`config.mk`:
```
export PLATFORM = sky130hd
export DESIGN_NAME = spi_wb_top
export DESIGN_NICKNAME = d
export VERILOG_FILES = /design/src/spi_pkg.sv /design/src/spi_ctrl_if.sv /design/src/spi_wb_top.sv /design/src/spi_wb_regs.sv /design/src/spi_master.sv /design/src/spi_shift_reg.sv
export SDC_FILE = /design/constraint.sdc
export NUM_CORES = 1
export LEC_CHECK = 0
export ABC_AREA = 1
export BUFFER_PORTS_ARGS = -buffer_cell sky130_fd_sc_hd__buf_2
export CAP_MARGIN = 0
export CORE_ASPECT_RATIO = 1.1
export CORE_MARGIN = 10
export CORE_UTILIZATION = 45
export DETAILED_ROUTE_END_ITERATION = 12
export PLACE_DENSITY = 0.66
export RECOVER_POWER = 100
export SLEW_MARGIN = 20
export SYNTH_ARGS = -nofsm -noshare
export SYNTH_HDL_FRONTEND = slang
export SYNTH_HIERARCHICAL = 1
export SYNTH_SLANG_ARGS = --single-unit
```
`constraint.sdc`:
```
create_clock -name clk -period 2.74 [get_ports clk]
set_clock_uncertainty 0.2 [all_clocks]
set_input_delay 0.548 -clock clk [delete_from_list [all_inputs] [get_ports clk]]
set_output_delay 0.548 -clock clk [all_outputs]
set_load 0.03 [all_outputs]
```
`src/spi_pkg.sv`:
```
`default_nettype none

package spi_pkg;

   // Transfer widths
   localparam int data_width = 16;
   localparam int half_width = 8;
   localparam int div_width  = 8;

   // Wishbone bus geometry
   localparam int wb_adr_width = 2;
   localparam int wb_dat_width = 32;

   // The shift counter counts half bits, two per transferred bit
   localparam int shift_cnt_width = $clog2(2 * data_width);

   // Last half-bit count of a transfer, full and half width
   localparam logic [shift_cnt_width-1:0] stop_full = shift_cnt_width'(2 * data_width - 1);
   localparam logic [shift_cnt_width-1:0] stop_half = shift_cnt_width'(2 * half_width - 1);

   // Register map, word addresses
   localparam logic [wb_adr_width-1:0] reg_ctrl   = wb_adr_width'(0);
   localparam logic [wb_adr_width-1:0] reg_txdata = wb_adr_width'(1);
   localparam logic [wb_adr_width-1:0] reg_rxdata = wb_adr_width'(2);
   localparam logic [wb_adr_width-1:0] reg_status = wb_adr_width'(3);

   // Control register fields
   localparam int ctrl_cpol_bit = 0;
   localparam int ctrl_cpha_bit = 1;
   localparam int ctrl_full_bit = 2;
   localparam int ctrl_div_lsb  = 8;

   // Status register fields
   localparam int status_busy_bit = 0;
   localparam int status_done_bit = 1;

   // Divider value after reset
   localparam logic [div_width-1:0] div_reset = div_width'(4);

   // Engine states
   typedef enum logic {
      spi_idle,
      spi_run
   } spi_state_e;

endpackage

`default_nettype wire
```
`src/spi_ctrl_if.sv`:
```
`default_nettype none

interface spi_ctrl_if;

   // Configuration, held steady by the register block while busy is high
   logic                              cpol;
   logic                              cpha;
   logic                              full_width;
   logic [spi_pkg::div_width-1:0]     clk_divider;

   // Start request and the word to send
   logic                              go;
   logic [spi_pkg::data_width-1:0]    tx_data;

   // Engine results
   logic [spi_pkg::data_width-1:0]    rx_data;
   logic                              busy;
   logic                              done;

   modport regs (
      output cpol, cpha, full_width, clk_divider,
      output go, tx_data,
      input  rx_data, busy, done
   );

   modport master (
      input  cpol, cpha, full_width, clk_divider,
      input  go, tx_data,
      output rx_data, busy, done
   );

endinterface

`default_nettype wire

```
`src/spi_wb_top.sv`:
```
`default_nettype none

module spi_wb_top (
   input  logic                             clk,
   input  logic                             resetb,

   // Wishbone classic slave
   input  logic                             wb_cyc,
   input  logic                             wb_stb,
   input  logic                             wb_we,
   input  logic [spi_pkg::wb_adr_width-1:0] wb_adr,
   input  logic [spi_pkg::wb_dat_width-1:0] wb_dat_w,
   output logic [spi_pkg::wb_dat_width-1:0] wb_dat_r,
   output logic                             wb_ack,

   // Transfer complete interrupt
   output logic                             irq,

   // SPI port
   output logic                             sclk,
   output logic                             csb,
   output logic                             mosi,
   input  logic                             miso
);

   spi_ctrl_if ctrl0 ();

   spi_wb_regs regs0 (
      .clk      (clk),
      .resetb   (resetb),
      .wb_cyc   (wb_cyc),
      .wb_stb   (wb_stb),
      .wb_we    (wb_we),
      .wb_adr   (wb_adr),
      .wb_dat_w (wb_dat_w),
      .wb_dat_r (wb_dat_r),
      .wb_ack   (wb_ack),
      .irq      (irq),
      .ctrl     (ctrl0)
   );

   spi_master master0 (
      .clk    (clk),
      .resetb (resetb),
      .ctrl   (ctrl0),
      .sclk   (sclk),
      .csb    (csb),
      .mosi   (mosi),
      .miso   (miso)
   );

endmodule

`default_nettype wire

```
`src/spi_wb_regs.sv`:
```
`default_nettype none

module spi_wb_regs (
   input  logic                             clk,
   input  logic                             resetb,
   input  logic                             wb_cyc,
   input  logic                             wb_stb,
   input  logic                             wb_we,
   input  logic [spi_pkg::wb_adr_width-1:0] wb_adr,
   input  logic [spi_pkg::wb_dat_width-1:0] wb_dat_w,
   output logic [spi_pkg::wb_dat_width-1:0] wb_dat_r,
   output logic                             wb_ack,
   output logic                             irq,
   spi_ctrl_if.regs                         ctrl
);

   logic                             access;
   logic                             wr_en;
   logic                             rd_en;
   logic                             done_flag;
   logic [spi_pkg::wb_dat_width-1:0] rd_data;

   // A classic cycle is served in its first cycle, ack follows one cycle later
   assign access = wb_cyc && wb_stb && !wb_ack;
   assign wr_en  = access && wb_we;
   assign rd_en  = access && !wb_we;

   always_ff @(posedge clk or negedge resetb) begin
      if (!resetb) begin
         wb_ack <= 1'b0;
      end else begin
         wb_ack <= access;
      end
   end

   // Control fields, frozen while a transfer runs
   always_ff @(posedge clk or negedge resetb) begin
      if (!resetb) begin
         ctrl.cpol        <= 1'b0;
         ctrl.cpha        <= 1'b0;
         ctrl.full_width  <= 1'b1;
         ctrl.clk_divider <= spi_pkg::div_reset;
      end else begin
         if (wr_en && (wb_adr == spi_pkg::reg_ctrl) && !ctrl.busy) begin
            ctrl.cpol        <= wb_dat_w[spi_pkg::ctrl_cpol_bit];
            ctrl.cpha        <= wb_dat_w[spi_pkg::ctrl_cpha_bit];
            ctrl.full_width  <= wb_dat_w[spi_pkg::ctrl_full_bit];
            ctrl.clk_divider <= wb_dat_w[spi_pkg::ctrl_div_lsb +: spi_pkg::div_width];
         end
      end
   end

   // Every transmit write raises go, the engine decides whether to take it
   always_ff @(posedge clk or negedge resetb) begin
      if (!resetb) begin
         ctrl.go <= 1'b0;
      end else begin
         ctrl.go <= wr_en && (wb_adr == spi_pkg::reg_txdata);
      end
   end

   always_ff @(posedge clk) begin
      if (wr_en && (wb_adr == spi_pkg::reg_txdata)) begin
         ctrl.tx_data <= wb_dat_w[spi_pkg::data_width-1:0];
      end
   end

   // Sticky done, a new done beats a status read in the same cycle
   always_ff @(posedge clk or negedge resetb) begin
      if (!resetb) begin
         done_flag <= 1'b0;
      end else begin
         if (ctrl.done) begin
            done_flag <= 1'b1;
         end else if (rd_en && (wb_adr == spi_pkg::reg_status)) begin
            done_flag <= 1'b0;
         end
      end
   end

   assign irq = done_flag;

   always_comb begin
      rd_data = '0;
      case (wb_adr)
         spi_pkg::reg_ctrl: begin
            rd_data[spi_pkg::ctrl_cpol_bit] = ctrl.cpol;
            rd_data[spi_pkg::ctrl_cpha_bit] = ctrl.cpha;
            rd_data[spi_pkg::ctrl_full_bit] = ctrl.full_width;
            rd_data[spi_pkg::ctrl_div_lsb +: spi_pkg::div_width] = ctrl.clk_divider;
         end
         spi_pkg::reg_txdata: begin
            rd_data[spi_pkg::data_width-1:0] = ctrl.tx_data;
         end
         spi_pkg::reg_rxdata: begin
            rd_data[spi_pkg::data_width-1:0] = ctrl.rx_data;
         end
         spi_pkg::reg_status: begin
            rd_data[spi_pkg::status_busy_bit] = ctrl.busy;
            rd_data[spi_pkg::status_done_bit] = done_flag;
         end
         default: begin
            rd_data = '0;
         end
      endcase
   end

   // Read data lines up with ack
   always_ff @(posedge clk) begin
      if (rd_en) begin
         wb_dat_r <= rd_data;
      end
   end

endmodule

`default_nettype wire

```
`src/spi_master.sv`:
```
`default_nettype none

module spi_master (
   input  logic       clk,
   input  logic       resetb,
   spi_ctrl_if.master ctrl,
   output logic       sclk,
   output logic       csb,
   output logic       mosi,
   input  logic       miso
);

   spi_pkg::spi_state_e state;

   logic [spi_pkg::div_width-1:0]       clk_count;
   logic [spi_pkg::div_width-1:0]       next_clk_count;
   logic                                pulse;
   logic [spi_pkg::shift_cnt_width-1:0] shift_count;
   logic [spi_pkg::shift_cnt_width-1:0] stop_count;
   logic                                stop;
   logic                                accept;
   logic                                shift_out;
   logic                                shift_in;
   logic [spi_pkg::data_width-1:0]      load_data;
   logic [spi_pkg::data_width-1:0]      rx_word;

   // Pulse train at half the serial clock period
   assign next_clk_count = clk_count + 1'b1;
   assign pulse          = (next_clk_count == (ctrl.clk_divider >> 1));

   assign stop_count = ctrl.full_width ? spi_pkg::stop_full : spi_pkg::stop_half;
   assign stop       = (shift_count >= stop_count);

   // Only a go seen in idle with busy low starts a transfer
   assign accept = ctrl.go && (state == spi_pkg::spi_idle) && !ctrl.busy;

   // A half-width word is moved to the top byte so that it leaves first
   assign load_data = ctrl.full_width ? ctrl.tx_data :
                      {ctrl.tx_data[spi_pkg::half_width-1:0], {spi_pkg::half_width{1'b0}}};

   // MISO is sampled on even half bits, MOSI advances to the next bit on odd ones
   assign shift_in  = pulse && !csb && !shift_count[0];
   assign shift_out = pulse && !csb && shift_count[0];

   spi_shift_reg shifter0 (
      .clk       (clk),
      .resetb    (resetb),
      .load      (accept),
      .load_data (load_data),
      .shift_out (shift_out),
      .shift_in  (shift_in),
      .miso      (miso),
      .mosi      (mosi),
      .rx_data   (rx_word)
   );

   assign ctrl.rx_data = rx_word;

   always_ff @(posedge clk or negedge resetb) begin
      if (!resetb) begin
         clk_count <= '0;
      end else begin
         if (pulse) begin
            clk_count <= '0;
         end else begin
            clk_count <= next_clk_count;
         end
      end
   end

   // Transfer FSM with chip select and the shift counter
   always_ff @(posedge clk or negedge resetb) begin
      if (!resetb) begin
         state       <= spi_pkg::spi_idle;
         shift_count <= '0;
         csb         <= 1'b1;
         ctrl.busy   <= 1'b0;
         ctrl.done   <= 1'b0;
      end else begin
         case (state)
            spi_pkg::spi_idle: begin
               csb         <= 1'b1;
               shift_count <= '0;
               ctrl.done   <= 1'b0;
               if (accept) begin
                  state     <= spi_pkg::spi_run;
                  ctrl.busy <= 1'b1;
               end else begin
                  // Busy stays high for this one idle cycle after done
                  ctrl.busy <= 1'b0;
               end
            end
            spi_pkg::spi_run: begin
               if (pulse) begin
                  if (stop) begin
                     csb       <= 1'b1;
                     state     <= spi_pkg::spi_idle;
                     ctrl.done <= 1'b1;
                  end else begin
                     // The first pulse only lowers csb, counting starts after it
                     csb <= 1'b0;
                     if (!csb) begin
                        shift_count <= shift_count + 1'b1;
                     end
                  end
               end
            end
            default: begin
               state <= spi_pkg::spi_idle;
            end
         endcase
      end
   end

   // Serial clock, it rests at cpol outside a transfer
   // With cpha set the leading edge comes on the same pulse that lowers csb
   always_ff @(posedge clk or negedge resetb) begin
      if (!resetb) begin
         sclk <= 1'b1;
      end else begin
         if (pulse) begin
            if ((ctrl.cpha && (state == spi_pkg::spi_run) && !stop) ||
                (!ctrl.cpha && !csb)) begin
               sclk <= !sclk;
            end else begin
               sclk <= ctrl.cpol;
            end
         end
      end
   end

endmodule

`default_nettype wire

```
`src/spi_shift_reg.sv`:
```
`default_nettype none

module spi_shift_reg (
   input  logic                           clk,
   input  logic                           resetb,
   input  logic                           load,
   input  logic [spi_pkg::data_width-1:0] load_data,
   input  logic                           shift_out,
   input  logic                           shift_in,
   input  logic                           miso,
   output logic                           mosi,
   output logic [spi_pkg::data_width-1:0] rx_data
);

   logic [spi_pkg::data_width-1:0] tx_word;

   // Transmit side, the MSB is always the bit on the wire
   always_ff @(posedge clk or negedge resetb) begin
      if (!resetb) begin
         tx_word <= '0;
      end else begin
         if (load) begin
            tx_word <= load_data;
         end else if (shift_out) begin
            tx_word <= {tx_word[spi_pkg::data_width-2:0], 1'b0};
         end
      end
   end

   assign mosi = tx_word[spi_pkg::data_width-1];

   // Receive side fills from the LSB, so the first bit in ends up as the MSB
   // A load clears it so a half-width reply has a clean upper byte
   always_ff @(posedge clk or negedge resetb) begin
      if (!resetb) begin
         rx_data <= '0;
      end else begin
         if (load) begin
            rx_data <= '0;
         end else if (shift_in) begin
            rx_data <= {rx_data[spi_pkg::data_width-2:0], miso};
         end
      end
   end

endmodule

`default_nettype wire

```
==> results.ini <==
[run_status]
status=finished clean

[critical_path]
reg2reg_to=master0/shifter0/rx_data[11]
reg2reg_depth=15
worstPathMaxFanout=17
cp_common_cell=nand2_1
r2r_slack_ps=160
required_ps=2770
end_kind=register
critPathKind=register to register
cp.arrival_ps=2600
crit_chain=ha_1 -> nand2_2 -> inv_1 -> nand3b_1 -> nand2_1 -> nand2_1 -> nand3_1 -> nor2_4 -> nand2_2 -> or2_1 -> nor2_2 -> buf_12 -> nor2_8 -> nand2_1 -> nand2_1
slowest_stage=dfrtp_2
crit_buf_inv=2
critPathTopFamily=simple AND/OR/NAND/NOR gates
cp_slowest_stage_delay_ps=440
r2r-start=master0/clk_count[0]
crit_path_start_kind=register

[placement]
gp_congestion=0.875
portBuffers=44
place_hpwl_um=7860

[hold_path]
hold_depth=1
min-delay-start=wb_dat_w[3]
whs_endpoint=regs0/ctrl.tx_data[3]
worstHoldPathType=input pin to register

[sta]
rsz0062_at_grt=false
fmax_mhz=388
drv_slew=0
final-hold-violation-count=0
fin_crit_ps=2580
finalSetupViolations=0
tightest_slew_ps=1380
slew_headroom=0.0820
finalCritPeriodShare=0.941
setup_tns_ps=0
fin_hold_ws_ps=179

[cts]
clk_pin_slew_ps=60
cts_inserted_buffers=9
clkSinkCount=96
htree_levels=3
cts_root_buffer=clkbuf_16
post_cts_buffers=0
insertion_delay_ps=340
cts_tree=built
postCtsHoldBufs=0
post_cts_resized=0
cts_max_path_buffers=2

[cells_and_area]
nNetsFinal=660
layout_common_cells=nand2_1, nand3_1, dfrtp_1
drive_gt1_frac=0.0940
final_common_cell=nand2_1
antenna-diode-count=0
area_growth_pct=10.9

[detailed_routing]
avgRoutedWirePerCell_um=14.3
via_count=3781
first_pass_iters=5
route.detailed.drc=0
wirelength_um=10900
ant_nets=0
first_iter_violations=215
viasPerCell=4.98

[floorplan]
core_area_sq_um=10400
initial_core_util=0.464
num_rows=39
die_h_um=129
die_w_um=119
ioPinCount=77
die-area_sq_um=15300

[global_routing]
grt_pass1_wl_um=18100
grt_max_degree=42
antenna_found_initial=0
grt_pass1_vias=3761
grt-ovfl-total=0
track_usage=0.145

[synth]
synth.area.top_cells=dfrtp_1, edfxtp_1, nand2_1, nand3_1, inv_1
syn_area_sq_um=4850
synth_area_per_cell_sq_um=8.50
ys_ff_latch=96
ys_types=32
postSynthCellCount=570
synth_warnings=6
synth_area_leader_cell=dfrtp_1
synth_top_area_frac=0.310
ys_seq_area_frac=0.530

[power]
leakage_nw=2.66
vdd_drop_max_v=0.000375
power.density_nw_per_um2=737

[flow_run]
max_cap_viol_count=0

## cell usage after synthesis
cell type / instances
conb_1: 1
edfxtp_1: 32
o21ai_0: 1
dfrtp_1: 60
a21oi_1: 9
nor2_4: 3
or2_1: 1
nor3_1: 1
nand2_2: 6
clkinv_1: 3
clkbuf_1: 3
nor2_2: 3
inv_1: 44
nand3b_1: 3
nor2_8: 2
nand3_1: 76
buf_6: 7
nand3_2: 5
buf_2: 8
xor2_1: 1
inv_2: 4
buf_4: 21
or2_2: 1
nand4_1: 12
o21ai_1: 2
dfstp_2: 4
nand2_1: 231
o21ai_2: 1
and3_1: 1
nor2_1: 14
ha_1: 8
xnor2_1: 2
## registers in the layout (all words and copies together) (netlist names)
name,count
regs0/ctrl.full_width,1
master0/shifter0/rx_data,16
regs0/ctrl.go,1
master0/state,1
regs0/ctrl.cpha,1
master0/csb,1
regs0/irq,1
master0/ctrl.busy,1
master0/shifter0/tx_word,16
regs0/wb_ack,1
regs0/ctrl.cpol,1
regs0/wb_dat_r,16
master0/shift_count,5
master0/sclk,1
master0/clk_count,8
regs0/ctrl.clk_divider,8
regs0/ctrl.tx_data,16
master0/ctrl.done,1
## logic make-up (layout without fill, tap and decap cells)
logic type	count (synthesis)	in the layout	synth area share
simple gates	359	359	0.330
flops	96	96	0.530
buf+inv	90	122	0.0989
compound gates	13	13	0.0142
fa+ha+maj	8	8	0.0207
xor+xnor	3	3	0.00542
other cells	1	16	0.000774
## power by group
part | switching [mW] | total [mW] | internal, mW
clock network | 0.518 | 1.28 | 0.759
registers | 0.170 | 1.85 | 1.68
logic | 0.560 | 0.834 | 0.274
total | 1.25 | 3.96 | 2.71
## worst max path at each step
stage | start | end | depth (start not counted)
6_report | master0/clk_count[0] | master0/shifter0/rx_data[11] | 15
5_1_grt | master0/clk_count[0] | master0/shifter0/tx_word[7] | 15
4_1_cts | master0/clk_count[0] | master0/shifter0/rx_data[10] | 15
3_5_place_dp | master0/clk_count[0] | master0/shifter0/tx_word[1] | 15
3_3_place_gp | master0/clk_count[0] | master0/shifter0/tx_word[15] | 15
2_1_floorplan | wb_we | regs0/wb_dat_r[0] | 2
## area by class of cell
class	count	area, sq um
fillers	1046	5070
flip-flops and latches	96	2570
multi-input cells	399	1850
repair buffers	55	280
clock buffers	12	256
inverters	51	191
well taps	143	179
clock inverters	4	51.3
## metal layers
metal,vias up,part of all wire,global-route usage
met5,-,0,0
met1,1788,0.43,0.175
met3,10,0.063,0.0424
met2,116,0.49,0.242
met4,0,0.014,0.0532
li1,1867,-,-
## through the flow
stage               cell area (sq um)  power (mW)  worst slack [ps]  utilization  instances
floorplan                        4900        2.51               240            -        585
global placement                 5140        2.69               184        0.492        744
detailed placement               5140        2.73               121        0.492        744
CTS                              5450        4.01              94.8        0.522        760
global route                     5370        4.20              15.5        0.515        760
finish                           5370        3.96               163        0.515        760
Power figures use the tool's default switching activity.
